File: config.mk
export PLATFORM = sky130hd
export DESIGN_NAME = mem_access_top
export DESIGN_NICKNAME = d
export VERILOG_FILES = /design/src/verilog/mem_pkg.sv /design/src/verilog/reset_stretch.sv /design/src/verilog/addr_translate.sv /design/src/verilog/req_fifo.sv /design/src/verilog/wb_master.sv /design/src/verilog/mem_access_top.sv
export VERILOG_INCLUDE_DIRS = /design/src /design/src/verilog
export SDC_FILE = /design/constraint.sdc
export NUM_CORES = 1
export LEC_CHECK = 0
export ABC_AREA = 0
export BUFFER_PORTS_ARGS = -buffer_cell sky130_fd_sc_hd__buf_4
export CAP_MARGIN = 0
export CORE_MARGIN = 3
export CORE_UTILIZATION = 40
export CTS_BUF_LIST = sky130_fd_sc_hd__clkbuf_8
export DETAILED_ROUTE_END_ITERATION = 10
export HOLD_SLACK_MARGIN = 0.05
export PLACE_DENSITY_LB_ADDON = 0.15
export SYNTH_ARGS = -nofsm -noshare
export SYNTH_HDL_FRONTEND = slang
export SYNTH_SLANG_ARGS = --single-unit
File: constraint.sdc
create_clock -name aclk -period 6.9 [get_ports aclk]
set_clock_uncertainty 0.15 [all_clocks]
set_input_delay 2.07 -clock aclk [delete_from_list [all_inputs] [get_ports aclk]]
set_output_delay 2.07 -clock aclk [all_outputs]
set_load 0.02 [all_outputs]
File: src/verilog/mem_params.svh
`ifndef MEM_PARAMS_SVH
`define MEM_PARAMS_SVH

// Number of translated requests that can wait for the bus.
`define REQ_FIFO_DEPTH 4

// Cycles the internal reset stays low once the external reset is released.
`define RESET_STRETCH_CYCLES 16

// kuseg accesses land this far up in the physical map.
`define KUSEG_OFFSET 32'h4000_0000

`endif

File: src/verilog/mem_pkg.sv
`default_nettype none

package mem_pkg;

    typedef logic [31:0] word_t;

    // One enable bit per byte of a word.
    typedef logic [3:0] byte_sel_t;

    typedef enum logic [1:0] {
        SIZE_BYTE = 2'd0,
        SIZE_HALF = 2'd1,
        SIZE_WORD = 2'd2
    } access_size_t;

    typedef enum logic {
        WB_IDLE = 1'b0,
        WB_BUSY = 1'b1
    } wb_state_t;

endpackage

`default_nettype wire

File: src/verilog/reset_stretch.sv
`default_nettype none

`include "mem_params.svh"

module reset_stretch (
    input  logic aclk,
    input  logic aresetn,
    output logic core_resetn
);

    localparam int CNT_W = $clog2(`RESET_STRETCH_CYCLES + 1);

    logic [CNT_W-1:0] cnt;

    // The count starts on the first edge that sees aresetn high, so the
    // core comes out of reset exactly RESET_STRETCH_CYCLES edges later.
    always_ff @(posedge aclk) begin
        if (!aresetn) begin
            cnt         <= '0;
            core_resetn <= 1'b0;
        end else if (!core_resetn) begin
            if (cnt == CNT_W'(`RESET_STRETCH_CYCLES)) begin
                core_resetn <= 1'b1;
            end else begin
                cnt <= cnt + 1'b1;
            end
        end
    end

    // The core leaves reset only once aresetn has been high for the whole stretch.
    a_stretch_length : assert property (
        @(posedge aclk) $rose(core_resetn) |-> $past(aresetn, `RESET_STRETCH_CYCLES + 1)
    );

endmodule

`default_nettype wire

File: src/verilog/addr_translate.sv
`default_nettype none

`include "mem_params.svh"

module addr_translate
    import mem_pkg::*;
(
    input  logic         aclk,
    input  logic         core_resetn,

    input  logic         req_valid,
    input  logic         req_write,
    input  access_size_t req_size,
    input  logic         req_user,
    input  word_t        req_vaddr,
    input  word_t        req_wdata,
    output logic         req_ready,

    input  logic         fifo_ready,
    output logic         push,
    output logic         push_write,
    output word_t        push_addr,
    output word_t        push_data,
    output byte_sel_t    push_sel,

    output logic         addr_error,
    output word_t        err_vaddr
);

    logic  accept;
    logic  bad_access;
    word_t paddr;

    // Nothing is taken while the core is still held in reset.
    assign req_ready = fifo_ready & core_resetn;
    assign accept    = req_valid & req_ready;

    // Fixed MIPS segment map; kseg0 and kseg1 alias the low 512 MB.
    always_comb begin
        if (!req_vaddr[31]) begin
            paddr = req_vaddr + `KUSEG_OFFSET;
        end else if (req_vaddr[30] == 1'b0) begin
            paddr = {3'b000, req_vaddr[28:0]};
        end else begin
            paddr = req_vaddr;
        end
    end

    always_comb begin
        case (req_size)
            SIZE_BYTE: push_sel = byte_sel_t'(4'b0001 << req_vaddr[1:0]);
            SIZE_HALF: push_sel = req_vaddr[1] ? 4'b1100 : 4'b0011;
            SIZE_WORD: push_sel = 4'b1111;
            default:   push_sel = 4'b0000;
        endcase
    end

    // User mode may not touch the upper half, and halves and words must be aligned.
    assign bad_access = (req_user && req_vaddr[31])
                      || (req_size == SIZE_HALF && req_vaddr[0])
                      || (req_size == SIZE_WORD && req_vaddr[1:0] != 2'b00);

    assign push       = accept & ~bad_access;
    assign push_write = req_write;
    assign push_addr  = {paddr[31:2], 2'b00};
    assign push_data  = req_wdata << {req_vaddr[1:0], 3'b000};

    always_ff @(posedge aclk) begin
        if (!core_resetn) begin
            addr_error <= 1'b0;
        end else begin
            addr_error <= accept & bad_access;
        end
    end

    always_ff @(posedge aclk) begin
        if (accept && bad_access) begin
            err_vaddr <= req_vaddr;
        end
    end

    // A request must name one of the three access sizes.
    a_size_known : assert property (
        @(posedge aclk) disable iff (!core_resetn)
        req_valid |-> (req_size inside {SIZE_BYTE, SIZE_HALF, SIZE_WORD})
    );

endmodule

`default_nettype wire

File: src/verilog/req_fifo.sv
`default_nettype none

module req_fifo
    import mem_pkg::*;
#(
    parameter int DEPTH = 4
) (
    input  logic      aclk,
    input  logic      core_resetn,

    input  logic      push,
    input  logic      push_write,
    input  word_t     push_addr,
    input  word_t     push_data,
    input  byte_sel_t push_sel,
    output logic      fifo_ready,

    input  logic      pop,
    output logic      pop_valid,
    output logic      pop_write,
    output word_t     pop_addr,
    output word_t     pop_data,
    output byte_sel_t pop_sel
);

    localparam int PTR_W = (DEPTH > 1) ? $clog2(DEPTH) : 1;
    localparam int CNT_W = $clog2(DEPTH + 1);

    logic      mem_write [DEPTH];
    word_t     mem_addr  [DEPTH];
    word_t     mem_data  [DEPTH];
    byte_sel_t mem_sel   [DEPTH];

    logic [PTR_W-1:0] wr_ptr;
    logic [PTR_W-1:0] rd_ptr;
    logic [CNT_W-1:0] count;
    logic             full;

    assign full       = (count == CNT_W'(DEPTH));
    assign fifo_ready = ~full;
    assign pop_valid  = (count != '0);

    // The head is read straight from storage, so a full FIFO can take a
    // new entry into the slot that is popped in the same cycle.
    assign pop_write = mem_write[rd_ptr];
    assign pop_addr  = mem_addr[rd_ptr];
    assign pop_data  = mem_data[rd_ptr];
    assign pop_sel   = mem_sel[rd_ptr];

    always_ff @(posedge aclk) begin
        if (push) begin
            mem_write[wr_ptr] <= push_write;
            mem_addr[wr_ptr]  <= push_addr;
            mem_data[wr_ptr]  <= push_data;
            mem_sel[wr_ptr]   <= push_sel;
        end
    end

    always_ff @(posedge aclk) begin
        if (!core_resetn) begin
            wr_ptr <= '0;
            rd_ptr <= '0;
            count  <= '0;
        end else begin
            if (push) begin
                wr_ptr <= (wr_ptr == PTR_W'(DEPTH - 1)) ? '0 : wr_ptr + 1'b1;
            end
            if (pop) begin
                rd_ptr <= (rd_ptr == PTR_W'(DEPTH - 1)) ? '0 : rd_ptr + 1'b1;
            end
            case ({push, pop})
                2'b10:   count <= count + 1'b1;
                2'b01:   count <= count - 1'b1;
                default: count <= count;
            endcase
        end
    end

    a_no_overflow : assert property (
        @(posedge aclk) disable iff (!core_resetn)
        (push && full) |-> pop
    );

    a_no_underflow : assert property (
        @(posedge aclk) disable iff (!core_resetn)
        pop |-> pop_valid
    );

endmodule

`default_nettype wire

File: src/verilog/wb_master.sv
`default_nettype none

module wb_master
    import mem_pkg::*;
(
    input  logic      aclk,
    input  logic      core_resetn,

    input  logic      pop_valid,
    input  logic      pop_write,
    input  word_t     pop_addr,
    input  word_t     pop_data,
    input  byte_sel_t pop_sel,
    output logic      pop,

    output logic      wb_cyc,
    output logic      wb_stb,
    output logic      wb_we,
    output word_t     wb_adr,
    output word_t     wb_dat_w,
    output byte_sel_t wb_sel,
    input  word_t     wb_dat_r,
    input  logic      wb_ack,

    output logic      rsp_valid,
    output word_t     rsp_rdata
);

    wb_state_t state;

    // One classic transfer per bus cycle, so cyc and stb move together.
    assign wb_cyc = (state == WB_BUSY);
    assign wb_stb = (state == WB_BUSY);
    assign pop    = (state == WB_IDLE) && pop_valid;

    always_ff @(posedge aclk) begin
        if (!core_resetn) begin
            state     <= WB_IDLE;
            rsp_valid <= 1'b0;
        end else begin
            rsp_valid <= 1'b0;
            case (state)
                WB_IDLE: begin
                    if (pop_valid) begin
                        state <= WB_BUSY;
                    end
                end
                WB_BUSY: begin
                    if (wb_ack) begin
                        state     <= WB_IDLE;
                        rsp_valid <= ~wb_we;
                    end
                end
                default: state <= WB_IDLE;
            endcase
        end
    end

    // Request fields are captured as the entry leaves the FIFO.
    always_ff @(posedge aclk) begin
        if (pop) begin
            wb_we    <= pop_write;
            wb_adr   <= pop_addr;
            wb_dat_w <= pop_data;
            wb_sel   <= pop_sel;
        end
    end

    always_ff @(posedge aclk) begin
        if (wb_stb && wb_ack && !wb_we) begin
            rsp_rdata <= wb_dat_r;
        end
    end

    a_bus_stable : assert property (
        @(posedge aclk) disable iff (!core_resetn)
        (wb_stb && !wb_ack) |=> (wb_stb && wb_cyc && $stable({wb_we, wb_adr, wb_dat_w, wb_sel}))
    );

endmodule

`default_nettype wire

File: src/verilog/mem_access_top.sv
`default_nettype none

`include "mem_params.svh"

module mem_access_top
    import mem_pkg::*;
(
    input  logic         aclk,
    input  logic         aresetn,

    input  logic         req_valid,
    input  logic         req_write,
    input  access_size_t req_size,
    input  logic         req_user,
    input  word_t        req_vaddr,
    input  word_t        req_wdata,
    output logic         req_ready,

    output logic         addr_error,
    output word_t        err_vaddr,

    output logic         rsp_valid,
    output word_t        rsp_rdata,

    output logic         wb_cyc,
    output logic         wb_stb,
    output logic         wb_we,
    output word_t        wb_adr,
    output word_t        wb_dat_w,
    output byte_sel_t    wb_sel,
    input  word_t        wb_dat_r,
    input  logic         wb_ack
);

    logic      core_resetn;

    logic      push;
    logic      push_write;
    word_t     push_addr;
    word_t     push_data;
    byte_sel_t push_sel;
    logic      fifo_ready;

    logic      pop;
    logic      pop_valid;
    logic      pop_write;
    word_t     pop_addr;
    word_t     pop_data;
    byte_sel_t pop_sel;

    reset_stretch i_reset_stretch (
        .aclk        (aclk),
        .aresetn     (aresetn),
        .core_resetn (core_resetn)
    );

    addr_translate i_addr_translate (
        .aclk        (aclk),
        .core_resetn (core_resetn),
        .req_valid   (req_valid),
        .req_write   (req_write),
        .req_size    (req_size),
        .req_user    (req_user),
        .req_vaddr   (req_vaddr),
        .req_wdata   (req_wdata),
        .req_ready   (req_ready),
        .fifo_ready  (fifo_ready),
        .push        (push),
        .push_write  (push_write),
        .push_addr   (push_addr),
        .push_data   (push_data),
        .push_sel    (push_sel),
        .addr_error  (addr_error),
        .err_vaddr   (err_vaddr)
    );

    req_fifo #(
        .DEPTH (`REQ_FIFO_DEPTH)
    ) i_req_fifo (
        .aclk        (aclk),
        .core_resetn (core_resetn),
        .push        (push),
        .push_write  (push_write),
        .push_addr   (push_addr),
        .push_data   (push_data),
        .push_sel    (push_sel),
        .fifo_ready  (fifo_ready),
        .pop         (pop),
        .pop_valid   (pop_valid),
        .pop_write   (pop_write),
        .pop_addr    (pop_addr),
        .pop_data    (pop_data),
        .pop_sel     (pop_sel)
    );

    wb_master i_wb_master (
        .aclk        (aclk),
        .core_resetn (core_resetn),
        .pop_valid   (pop_valid),
        .pop_write   (pop_write),
        .pop_addr    (pop_addr),
        .pop_data    (pop_data),
        .pop_sel     (pop_sel),
        .pop         (pop),
        .wb_cyc      (wb_cyc),
        .wb_stb      (wb_stb),
        .wb_we       (wb_we),
        .wb_adr      (wb_adr),
        .wb_dat_w    (wb_dat_w),
        .wb_sel      (wb_sel),
        .wb_dat_r    (wb_dat_r),
        .wb_ack      (wb_ack),
        .rsp_valid   (rsp_valid),
        .rsp_rdata   (rsp_rdata)
    );

endmodule

`default_nettype wire

# After elaboration in Yosys (flattened, before gate mapping)
# Memories as Yosys holds them, arrays and structs flattened. A register that Yosys moved wholly into a read port is not among the register bits.
# Index checks and enable logic that the tools add are counted.
[op_classes]
n_eq_ne = 8
n_mux = 14
n_reduce_logical = 16
bitwise = 10
n_shift = 2
addsub = 6
[ops]
columns = ["operator", "count"]
rows = [
  ["32-bit 2-to-1 mux", 2],
  ["32-bit by 31-bit adder with 32-bit output (second input constant)", 1],
  ["32-bit by 5-bit << shifter with 32-bit output", 1],
  ["4-bit one-hot mux with 3 select lines", 1],
  ["2-bit equality test (second input constant)", 4],
  ["1-bit logical AND", 7],
  ["1-bit 2-to-1 mux", 6],
  ["1-bit inverter", 6],
  ["3-bit one-hot mux with 2 select lines", 1],
  ["5-bit by 1-bit adder with 5-bit output (second input constant)", 1],
  ["5-bit equality test (second input constant)", 1],
  ["2-bit by 1-bit adder with 2-bit output (second input constant)", 2],
  ["1-bit AND", 4],
  ["2-bit by 1-bit equality test with 1-bit output (second input constant)", 2],
  ["2-bit 2-to-1 mux", 2],
  ["4-bit 2-to-1 mux", 1],
  ["2-bit nonzero test", 2],
  ["1-bit by 2-bit << shifter with 4-bit output (first input constant)", 1],
  ["3-bit by 1-bit adder with 3-bit output (second input constant)", 1],
  ["3-bit equality test (second input constant)", 1],
  ["3-bit AND reduction", 1],
  ["3-bit nonzero test", 1],
  ["3-bit by 1-bit subtractor with 3-bit output (second input constant)", 1],
  ["2-bit logical NOT", 1],
  ["other kinds (4)", 5],
]
[word_totals]
ff_bits = 112
inputBits = 104
mem_count = 4
out_inout_bits = 138
ram_bits = 268
[memory_table]
columns = ["memory", "words", "word_bits", "read_ports", "rd_clocked_by_memory_dff", "wr", "line_no", "source"]
rows = [
  ["i_req_fifo.mem_data", 4, 32, 1, 1, 1, "req_fifo.sv:31", "word_t mem_data [DEPTH];"],
  ["i_req_fifo.mem_addr", 4, 30, 1, 1, 1, "req_fifo.sv:30", "word_t mem_addr [DEPTH];"],
  ["i_req_fifo.mem_sel", 4, 4, 1, 1, 1, "req_fifo.sv:32", "byte_sel_t mem_sel [DEPTH];"],
  ["i_req_fifo.mem_write", 4, 1, 1, 1, 1, "req_fifo.sv:29", "logic mem_write [DEPTH];"],
]

# Depth between registers and ports, before layout
# Gate-level depths: netlist of the first run.
[depth]
depth_word = 8
mapped_depth = 11
depth_no_buf = 10

# Hierarchy
# A second synthesis of the first run with hierarchy kept.
[unflattened]
cells_unflattened = 721
hier_area_um2 = 15758.9
[modules_own_cells]
columns = ["module", "area_each_um2", "n_inst", "cells_per_inst"]
rows = [
  ["req_fifo", 10428.8, 1, 408],
  ["wb_master", 3121.7, 1, 110],
  ["addr_translate", 1909.3, 1, 172],
  ["reset_stretch", 299.0, 1, 31],
]

# Worst setup path before layout of the first run
# OpenSTA, ideal clock, no wires.
[synth_timing]
path_type = "reg-to-reg"
start = "register i_wb_master.state, in the netlist i_wb_master.wb_cyc"
end = "register i_req_fifo.count[2]"
t_arrival_ns = 5.006
path_slack_ns = 1.669
t_required_ns = 6.674
stages_incl_launch_ff = 8
cell_sequence = "dfxtp_1 nor2_1 ha_1 inv_1 fa_1 xor2_1 or3_1 a21boi_0"
[synth_via]
elab_chain_cells = 4
[synth_rtl]
columns = ["item", "line_no", "source"]
rows = [
  ["from (decl)", "wb_master.sv:29", "wb_state_t state;"],
  ["from (signal assigned)", "wb_master.sv:38", "state <= WB_IDLE;"],
  ["from (signal assigned)", "wb_master.sv:45", "state <= WB_BUSY;"],
  ["from (signal assigned)", "wb_master.sv:50", "state <= WB_IDLE;"],
  ["1-bit inverter *", "wb_master.sv:34", "assign pop = (state == WB_IDLE) && pop_valid;"],
  ["1-bit logical AND *", "wb_master.sv:34", ""],
  ["named net i_req_fifo.pop", "req_fifo.sv:18", "input logic pop,"],
  ["2-bit by 1-bit equality test with 1-bit output / 2-bit equality test (equally long branches)", "req_fifo.sv:71", "case ({push, pop})"],
  ["3-bit one-hot mux with 2 select lines / 2-bit nonzero test (equally long branches)", "n/a", ""],
  ["to (signal assigned)", "req_fifo.sv:72", "2'b10: count <= count + 1'b1;"],
  ["to (signal assigned)", "req_fifo.sv:73", "2'b01: count <= count - 1'b1;"],
  ["to (signal assigned)", "req_fifo.sv:74", "default: count <= count;"],
  ["to (decl)", "req_fifo.sv:36", "logic [CNT_W-1:0] count;"],
]
# The timed path passes the listed nets; every way through them passes the cells marked *.
# A chain may end at the register's enable or synchronous reset.

# Worst setup path after layout of the first run
[layout_timing]
start = "input req_vaddr[1]"
end = "memory i_req_fifo.mem_data[0][29] (netlist name), enable pin"
[layout_via]
elab_chain_cells = 7
[layout_rtl]
columns = ["item", "line_no", "source"]
rows = [
  ["from (decl)", "mem_access_top.sv:15", "input word_t req_vaddr,"],
  ["2-bit nonzero test", "addr_translate.sv:61", "|| (req_size == SIZE_WORD && req_vaddr[1:0] != 2'b00);"],
  ["1-bit logical AND", "addr_translate.sv:61", ""],
  ["1-bit logical OR", "addr_translate.sv:61", ""],
  ["1-bit inverter", "addr_translate.sv:63", "assign push = accept & ~bad_access;"],
  ["1-bit AND", "addr_translate.sv:63", ""],
  ["1-bit 2-to-1 mux", "req_fifo.sv:51", "if (push) begin"],
  ["1-bit 2-to-1 mux (implied by the code)", "req_fifo.sv:54", "mem_data[wr_ptr] <= push_data;"],
  ["to (decl)", "req_fifo.sv:31", ""],
]
# Every way passes these cells.

==> impl_metrics.ini, run 1 <==
[outcome]
status = finished clean

[global_routing]
grt_use_met3_pct = 4.23
antenna_found_initial = 0
grt_pass1_vias = 8012
grt_max_degree = 71
met2_usage_pct = 24.5
grt_busiest_layer = met2
grt_overflow = 0
grt_usage_pct = 15.5
met1_usage_pct = 21.5
grt_pass1_wl_mm = 48.1

[sta]
fin_crit_sh_pct = 60.6
tightest_slew_ns = 1.12
grt_setup_unrepaired = no
slew_viol_final = 0
setup_viol = 0
final.setup.tns_ns = 0
slew_headroom_pct = 25.6
min_period_ns = 4.18
fmax_mhz = 239
hold_viol = 0

[critical_path]
r2r_cells = 9
arrival_ns = 4.29
cp-start-kind = input pin
worstSetupPathType = in2reg
crit_path_max_fanout = 54
reg2reg_to = i_req_fifo.count[2]$_SDFFE_PN0P_
cp.required_ns = 7.01
rrSetupSlack_ns = 3.79
r2r-start = i_req_fifo.count[0]$_SDFFE_PN0P_
worstSetupEndpointType = register

[placement]
dpl-instance-area_sq_mm = 0.0174
placedCellCount = 1399
gp_congestion = 0.750
io_buffers = 239
hpwl_mm = 18.5

[min_path]
hp-start = i_req_fifo.wr_ptr[1]$_SDFFE_PN0P_
hold_path_depth = 2
hp-class = reg2reg
hold_end = i_req_fifo.wr_ptr[1]$_SDFFE_PN0P_

[finish]
multiInputGateArea_sq_mm = 0.00261
diodes = 0
fill_cells = 3050
nets = 1083
layout_commonest_cell = edfxtp_1
stdcell_count = 1525
seq_area_sq_mm = 0.0123
final_cell_mix = edfxtp_1, buf_4, clkbuf_8, mux4_2, inv_1
fin_area_sq_mm = 0.0187
area_delta_synth_final_pct = 24.0
drive_gt1_share_pct = 41.0

[detailed_routing]
first_pass_iters = 6
wire_per_inst_microns = 20.3
vias = 7406
ant_nets = 0
drtIter0Drc = 371
wirelength_mm = 30.9
viasPerCell = 4.86
drc_errors = 0

[synth]
netlist_area_sq_mm = 0.0151
synth-warning-count = 0
avgSynthCellArea_sq_um = 22.2
ys_types = 38
synth_seq_area_share_pct = 81.5
synthCells = 681
synth_seq_cells = 415

[clocking]
cts_resized = 0
cts-hold-fix-buffers = 0
worstSkewPairLatency_ns = 0.58
cts_tree = done
cts_root_buf = clkbuf_8
clkTransAtPathRegs_ns = 0.06
numCtsBuffers = 71
cts_setup_buffers = 0
cts_max_level = 3
clock-sinks = 415
cts_buffer_depth = 3

[job]
maxCapViolCount = 0

[die]
die_width_microns = 200
initial_core_util_pct = 41.0
core_area_sq_mm = 0.0369
die_y_microns = 200
pin_count = 242
num_rows = 70
dieArea_sq_mm = 0.0401

[pwr]
leakagePower_nw = 6.43
peakVddDrop_mv = 0.120
powerDensity_mw_per_mm2 = 260
-- cells in the mapped netlist --
library cell	count	area [sq um]
or3b_1	1	8.76
nor2b_1	15	93.8
o211ai_1	1	7.51
nor2_4	1	11.3
inv_1	13	48.8
xnor2_1	4	35.0
clkbuf_1	8	30.0
or2_2	1	6.26
nor2_1	16	60.1
buf_1	2	7.51
conb_1	1	3.75
nand3_1	2	10.0
nand2b_1	1	6.26
a21oi_1	14	70.1
a31oi_1	1	6.26
a21boi_0	3	22.5
buf_2	13	65.1
nand2_1	13	48.8
edfxtp_1	399	12000
nor3_1	1	5.00
nand3_2	1	10.0
nand3b_1	1	7.51
o21ai_0	13	65.1
ha_1	10	125
buf_4	6	45.0
xor2_1	2	17.5
o21a_1	1	7.51
and3b_1	1	8.76
fa_1	1	20.0
or3_1	1	6.26
o41ai_2	1	16.3
mux4_2	67	1510
buf_6	2	22.5
dfxtp_1	16	320
mux2i_1	20	200
a221o_2	1	11.3
and2_1	19	119
a211oi_1	8	60.1
-- worst max-delay path, cell delays in order --
cell and delay [ns]:
buf_4 0.25, and3b_1 0.22, a221o_2 0.40, nor2_4 0.20
and2_4 0.73, buf_4 0.38
-- registers in the layout, summed over array words and instances (netlist names), 3 cells and up --
| register | count |
|---|---|
| i_wb_master.wb_dat_w | 32 |
| i_req_fifo.mem_data | 128 |
| i_wb_master.wb_sel | 4 |
| i_req_fifo.mem_addr | 120 |
| i_req_fifo.mem_write | 4 |
| i_wb_master.rsp_rdata | 32 |
| i_reset_stretch.cnt | 5 |
| i_req_fifo.mem_sel | 16 |
| i_wb_master.wb_adr | 30 |
| i_addr_translate.err_vaddr | 32 |
| i_req_fifo.count | 3 |
-- worst max path at each step --
stage | start | end | slack [ns] | depth (start not counted)
finish | req_vaddr[1] | i_req_fifo.mem_data[0][29]$_DFFE_PP_ | 2.72 | 6
global route | req_vaddr[1] | i_req_fifo.mem_data[0][11]$_DFFE_PP_ | 2.60 | 6
CTS | req_vaddr[1] | i_req_fifo.mem_data[0][11]$_DFFE_PP_ | 2.71 | 6
detailed placement | req_vaddr[1] | i_req_fifo.mem_data[0][18]$_DFFE_PP_ | 2.09 | 6
global placement | req_vaddr[1] | i_req_fifo.mem_data[0][6]$_DFFE_PP_ | 2.10 | 6
floorplan | i_wb_master.wb_cyc$_SDFF_PN0_ | i_req_fifo.count[2]$_SDFFE_PN0P_ | 1.67 | 7
-- per-stage QoR --
step / setup WS [ns] / hold WS (ns) / total power (W) / utilization, %
6_report: 2.72 / 0.348 / 0.00487 / 50.8
3_5_place_dp: 2.09 / 0.344 / 0.00294 / 47.3
2_1_floorplan: 1.67 / 0.318 / 0.00286 / -
5_1_grt: 2.60 / 0.408 / 0.00507 / 50.8
4_1_cts: 2.71 / 0.352 / 0.00494 / 50.8
3_3_place_gp: 2.10 / 0.338 / 0.00293 / 47.3
-- power by group --
part	switching, W	internal (W)
clock	0.000943	0.00104
sequential	0.00000138	0.00276
combinational	0.0000685	0.0000553
-- kinds of logic after synthesis --
family                     count (synthesis)  share of synthesized area [%]
other                                      1                         0.0248
AOI/OAI and AO/OA                         43                           1.77
DFF                                      415                           81.5
xor gates and xnor gates                   6                          0.348
muxes                                     87                           11.3
buffers and inverters                     44                           1.45
and+or+nand+nor                           74                           2.66
adders and majority gates                 11                          0.961
-- per-layer routing --
metal / wire, microns / up-vias / share of wire (%)
met1: 13900 / 3795 / 45
met3: 1840 / 54 / 6.0
li1: - / 3326 / -
met2: 14700 / 231 / 47
met4: 492 / 0 / 1.6
met5: 0 / - / 0
-- layout make-up --
type                    count  area share, %
clock inverters            48           1.14
well taps                 504           3.37
inverters                  13          0.261
multi-input cells         223           13.9
repair buffers            244           9.79
flip-flops and latches    415           65.8
clock buffers              78           5.74
No activity file was read; power rests on OpenSTA's default activity.
==> run 2: changes to the inputs <==
- clock period: 6.9 -> 4 ns (I/O delays scaled with it)
==> run 2 against run 1 <==
Net effect:
- total power rose by 71%
- combinational power rose by 75%
- clock power rose by 68%
- worst hold slack improved by 0.0018 ns
- cell area rose by 1.0%
- sequential cell count did not move
- clock-buffer cell count fell by 6
- sequential share of layout area fell by 0.65 points
- die area did not move
- critical endpoint is now req_ready
- highest routed layer unchanged
==> impl_metrics.ini, run 2 (synthesized netlist as in run 1, its figures left out) <==
[outcome]
status = finished clean

[critical_path]
arrival_ns = 1.67
worstSetupEndpointType = output port
rrSetupSlack_ns = 1.36
cpPeakStageDelay_ns = 0.39
cp_top_family = simple AND/OR/NAND/NOR gates
reg2reg_to = i_req_fifo.count[2]$_SDFFE_PN0P_
cp.depth = 3
critPathSlowestCell = or3b_1
cp.required_ns = 2.65
crit_path_max_fanout = 4
r2r_cells = 10
worstSetupPathType = reg2out
cp-start-kind = register
crit_buf_inv = 1
r2r-start = i_req_fifo.count[2]$_SDFFE_PN0P_
cp_cell_sequence = or3b_1 > and2_1 > buf_4

[global_routing]
antenna_found_initial = 0
grt_pass1_vias = 8131
grt_max_degree = 70
grt_pass1_wl_mm = 49.4
grt_usage_pct = 16.2
grt_overflow = 0

[placement]
gp_congestion = 0.787
pre_cts_slack_ns = 0.456
placedCellCount = 1418
io_buffers = 239
dpl-instance-area_sq_mm = 0.0177
hpwl_mm = 20.5

[pwr]
p_total_w = 0.00830
leakagePower_nw = 6.58
powerDensity_mw_per_mm2 = 439
peakVddDrop_mv = 0.203

[sta]
slew_viol_final = 0
fmax_mhz = 332
final.setup.tns_ns = 0
slew_headroom_pct = 25.5
min_period_ns = 3.02
setup_viol = 0
layout_setup_ws_ns = 0.985
hold_viol = 0
grt_setup_unrepaired = no
tightest_slew_ns = 1.12
fin_crit_sh_pct = 75.4

[finish]
diodes = 0
area_delta_synth_final_pct = 25.2
reg.largest.list = i_req_fifo.mem_data: 128 flops, i_req_fifo.mem_addr: 120 flops
layout_commonest_cell = edfxtp_1
largest_reg_flops = 128
final_cell_mix = edfxtp_1, buf_4, clkbuf_8, mux4_2, inv_1
drive_gt1_share_pct = 41.2
regMostFlops = i_req_fifo.mem_data
fin_area_sq_mm = 0.0189
nets = 1100
stdcell_count = 1540

[clocking]
cts_tree = done
clock-sinks = 415
cts_root_buf = clkbuf_8
cts-hold-fix-buffers = 0
cts_max_level = 3
cts_resized = 0
cts_buffer_depth = 3
worstSkewPairLatency_ns = 0.59
clkTransAtPathRegs_ns = 0.06
cts_setup_buffers = 0
numCtsBuffers = 69

[detailed_routing]
vias = 7485
wire_per_inst_microns = 20.8
wirelength_mm = 32.1
viasPerCell = 4.86
ant_nets = 0
drtIter0Drc = 511
drc_errors = 0
first_pass_iters = 4

[die]
die_y_microns = 200
dieArea_sq_mm = 0.0401
pin_count = 242
core_area_sq_mm = 0.0369
die_width_microns = 200
num_rows = 70
initial_core_util_pct = 41.0

[min_path]
hp-start = i_req_fifo.wr_ptr[1]$_SDFFE_PN0P_
hold_path_depth = 2
hold_end = i_req_fifo.wr_ptr[1]$_SDFFE_PN0P_
hp-class = reg2reg

[job]
maxCapViolCount = 0
## run 2: report_power, final
part,internal (W),switching (W),total [W]
Combinational,0.0000967,0.000120,0.000217
Clock,0.00173,0.00159,0.00332
Sequential,0.00476,0.00000220,0.00476
## run 2: per-stage QoR
step / util [%] / hold WS, ns
floorplan: - / 0.318
global placement: 47.9 / 0.334
detailed placement: 47.9 / 0.350
CTS: 51.3 / 0.358
global route: 51.3 / 0.391
finish: 51.3 / 0.350
## run 2: area by class of cell
cell class | instances | area [sq um]
Clock buffer | 72 | 991
Sequential cell | 415 | 12300
Inverter | 13 | 48.8
Fill cell | 3017 | 18000
Tap cell | 504 | 631
Clock inverter | 50 | 241
Multi-Input combinational cell | 223 | 2610
Timing Repair Buffer | 263 | 2070
## run 2: worst min-delay path: cells and delay by family (launching register included)
family           cells  cell delay, ns
DFF                  1            0.33
muxes                1            0.05
and+or+nand+nor      1            0.06
## run 2: metal layers
layer  routed length (microns)  vias up  global-route usage, %
met5                         0        -                      0
met4                       507        0                   5.35
met3                      1890       44                   4.08
met2                     15700      243                   26.4
met1                     14000     3831                   21.4
li1                          -     3367                      -
## run 2: worst max-delay path by stage
stage | start | endpoint | slack (ns)
floorplan | i_wb_master.wb_cyc$_SDFF_PN0_ | i_req_fifo.count[2]$_SDFFE_PN0P_ | 0.02
global placement | req_size[1] | i_req_fifo.count[2]$_SDFFE_PN0P_ | 0.54
detailed placement | req_size[1] | i_req_fifo.count[2]$_SDFFE_PN0P_ | 0.46
CTS | i_req_fifo.count[2]$_SDFFE_PN0P_ | req_ready | 0.92
global route | i_req_fifo.count[2]$_SDFFE_PN0P_ | req_ready | 0.89
finish | i_req_fifo.count[2]$_SDFFE_PN0P_ | req_ready | 0.98
==> run 3: changes to the inputs <==
- ABC_AREA: 0 -> 1
- clock period: 4 -> 2.9 ns (I/O delays scaled with it)
==> run 3 against run 2 <==
Net effect:
- critical path depth is the same
- critical endpoint unchanged
- largest power group unchanged
- via count up 25%
- worst hold slack worse by 0.032 ns
- sequential share of layout area shrank 0.82 points
- first-iteration DRC count up 18%
==> impl_metrics.ini, run 3 <==
[clocking]
clkTransAtPathRegs_ns = 0.06
worstSkewPairLatency_ns = 0.59
cts_max_level = 3
numCtsBuffers = 70
cts_setup_buffers = 0
cts_tree = done
cts_resized = 0
cts_root_buf = clkbuf_8
cts_buffer_depth = 3
clock-sinks = 415
cts-hold-fix-buffers = 0

[placement]
hpwl_mm = 22.5
io_buffers = 239
pre_cts_slack_ns = 0.0600
placedCellCount = 1762
dpl-instance-area_sq_mm = 0.0179
gp_congestion = 0.788

[finish]
fin_util_pct = 50.6
layout_commonest_cell = edfxtp_1
drive_gt1_share_pct = 27.3
stdcell_count = 1883
area_delta_synth_final_pct = 24.3
reg.largest.list = i_req_fifo.mem_data: 128 flops, i_req_fifo.mem_addr: 120 flops
nets = 1438
largest_reg_flops = 128
regMostFlops = i_req_fifo.mem_data
final_cell_mix = edfxtp_1, buf_4, nor2_1, o21ai_0, inv_1
fin_area_sq_mm = 0.0191
fill_cells = 3322
diodes = 0
multiInputGateArea_sq_mm = 0.00264
seq_area_sq_mm = 0.0123

[synth]
synth_edf_count = 399
ys_types = 35
netlist_area_sq_mm = 0.0154
synthCells = 1035
synth_seq_cells = 415
yosys.area.top_type = edfxtp_1
synth_seq_area_share_pct = 79.9
yosysMostFrequentCell = edfxtp_1
synth-main-ff-cell = edfxtp_1
synth-warning-count = 0
synthArstFlopShare_pct = 0
synth_common_cells = edfxtp_1, nor2_1, o21ai_0, o22ai_1, inv_1
avgSynthCellArea_sq_um = 14.9
synth.area.top_cells = edfxtp_1, o21ai_0, nor2_1
synth_top_area_share_pct = 77.8

[sta]
tightest_slew_ns = 0.812
setup_viol = 0
fin_crit_sh_pct = 83.0
slew_viol_final = 0
grt_setup_unrepaired = no
fmax_mhz = 415
layout_setup_ws_ns = 0.492
hold_viol = 0
slew_headroom_pct = 45.9
min_period_ns = 2.41

[critical_path]
rrSetupSlack_ns = 0.64
cp.required_ns = 1.88
arrival_ns = 1.39
crit_path_max_fanout = 11
worstSetupEndpointType = output port
worstSetupPathType = reg2out
reg2reg_to = i_req_fifo.count[2]$_SDFFE_PN0P_
r2r_cells = 10
cp-start-kind = register
r2r-start = i_wb_master.wb_cyc$_SDFF_PN0_

[pwr]
leakagePower_nw = 6.95
powerDensity_mw_per_mm2 = 596
peakVddDrop_mv = 0.248

[min_path]
hp-class = in2reg
hp-start = wb_dat_r[8]
hold_end = i_wb_master.rsp_rdata[8]$_DFFE_PP_
hold_path_depth = 1

[die]
core_area_sq_mm = 0.0378
die_width_microns = 202
num_rows = 71
die_y_microns = 202
initial_core_util_pct = 40.7
pin_count = 242
dieArea_sq_mm = 0.0409

[detailed_routing]
ant_nets = 0
viasPerCell = 4.98
first_pass_iters = 6
vias = 9385
wire_per_inst_microns = 19.3
drtIter0Drc = 601
drc_errors = 0
wirelength_mm = 36.4

[outcome]
status = finished clean

[global_routing]
grt_overflow = 0
antenna_found_initial = 0
grt_pass1_vias = 9465
grt_usage_pct = 17.6
grt_max_degree = 109
grt_pass1_wl_mm = 55.3

[job]
maxCapViolCount = 0
## run 3: worst max-delay path by stage
| stage | start | endpoint | depth (start not counted) |
|---|---|---|---|
| CTS | i_reset_stretch.core_resetn$_SDFF_PN0_ | req_ready | 3 |
| global placement | req_vaddr[31] | i_req_fifo.count[2]$_SDFFE_PN0P_ | 12 |
| detailed placement | req_vaddr[31] | i_req_fifo.count[2]$_SDFFE_PN0P_ | 12 |
| global route | i_reset_stretch.core_resetn$_SDFF_PN0_ | req_ready | 3 |
| finish | i_reset_stretch.core_resetn$_SDFF_PN0_ | req_ready | 3 |
| floorplan | req_vaddr[0] | i_req_fifo.mem_addr[0][0]$_DFFE_PP_ | 8 |
## run 3: worst max-delay path: stages, from the launching register on
cell and delay [ns]:
dfxtp_1 0.52, nand2_1 0.10, inv_1 0.07, buf_4 0.13
## run 3: cell families (layout without fill, tap and decap cells)
logic type / Yosys count / in the layout / synth area share [%]
AOI/OAI and AO/OA: 255 / 255 / 9.14
xor gates and xnor gates: 2 / 2 / 0.114
adders and majority gates: 11 / 11 / 0.943
buffers and inverters: 109 / 445 / 3.40
DFF: 415 / 415 / 79.9
other: 1 / 2 / 0.0244
and+or+nand+nor: 242 / 242 / 6.48
## run 3: metrics by stage
stage               hold slack [ns]  setup TNS [ns]  total power (W)
floorplan                     0.308          -39.62          0.00682
global placement              0.333               0          0.00701
detailed placement            0.336               0          0.00701
CTS                           0.263               0           0.0116
global route                  0.271               0           0.0119
finish                        0.318               0           0.0114
## run 3: power breakdown
part           internal (W)  total (W)  switching, W  leakage [nW]
clock network       0.00229    0.00452       0.00222         0.694
logic              0.000134   0.000316      0.000183          2.52
registers           0.00657    0.00657    0.00000318          3.73
total               0.00900     0.0114       0.00241          6.95
## run 3: routing by layer
| layer | track usage (%) | wire [microns] | vias to the layer above |
|---|---|---|---|
| met1 | 22.9 | 15300 | 4605 |
| li1 | - | - | 4395 |
| met4 | 6.68 | 891 | 0 |
| met3 | 4.59 | 2610 | 62 |
| met2 | 28.8 | 17600 | 323 |
| met5 | 0 | 0 | - |
## run 3: layout make-up
type | instances | area share (%)
multi-input cells | 512 | 13.8
clock buffers | 72 | 5.18
inverters | 55 | 1.20
repair buffers | 269 | 11.1
flip-flops and latches | 415 | 64.3
clock inverters | 49 | 1.08
well taps | 511 | 3.34
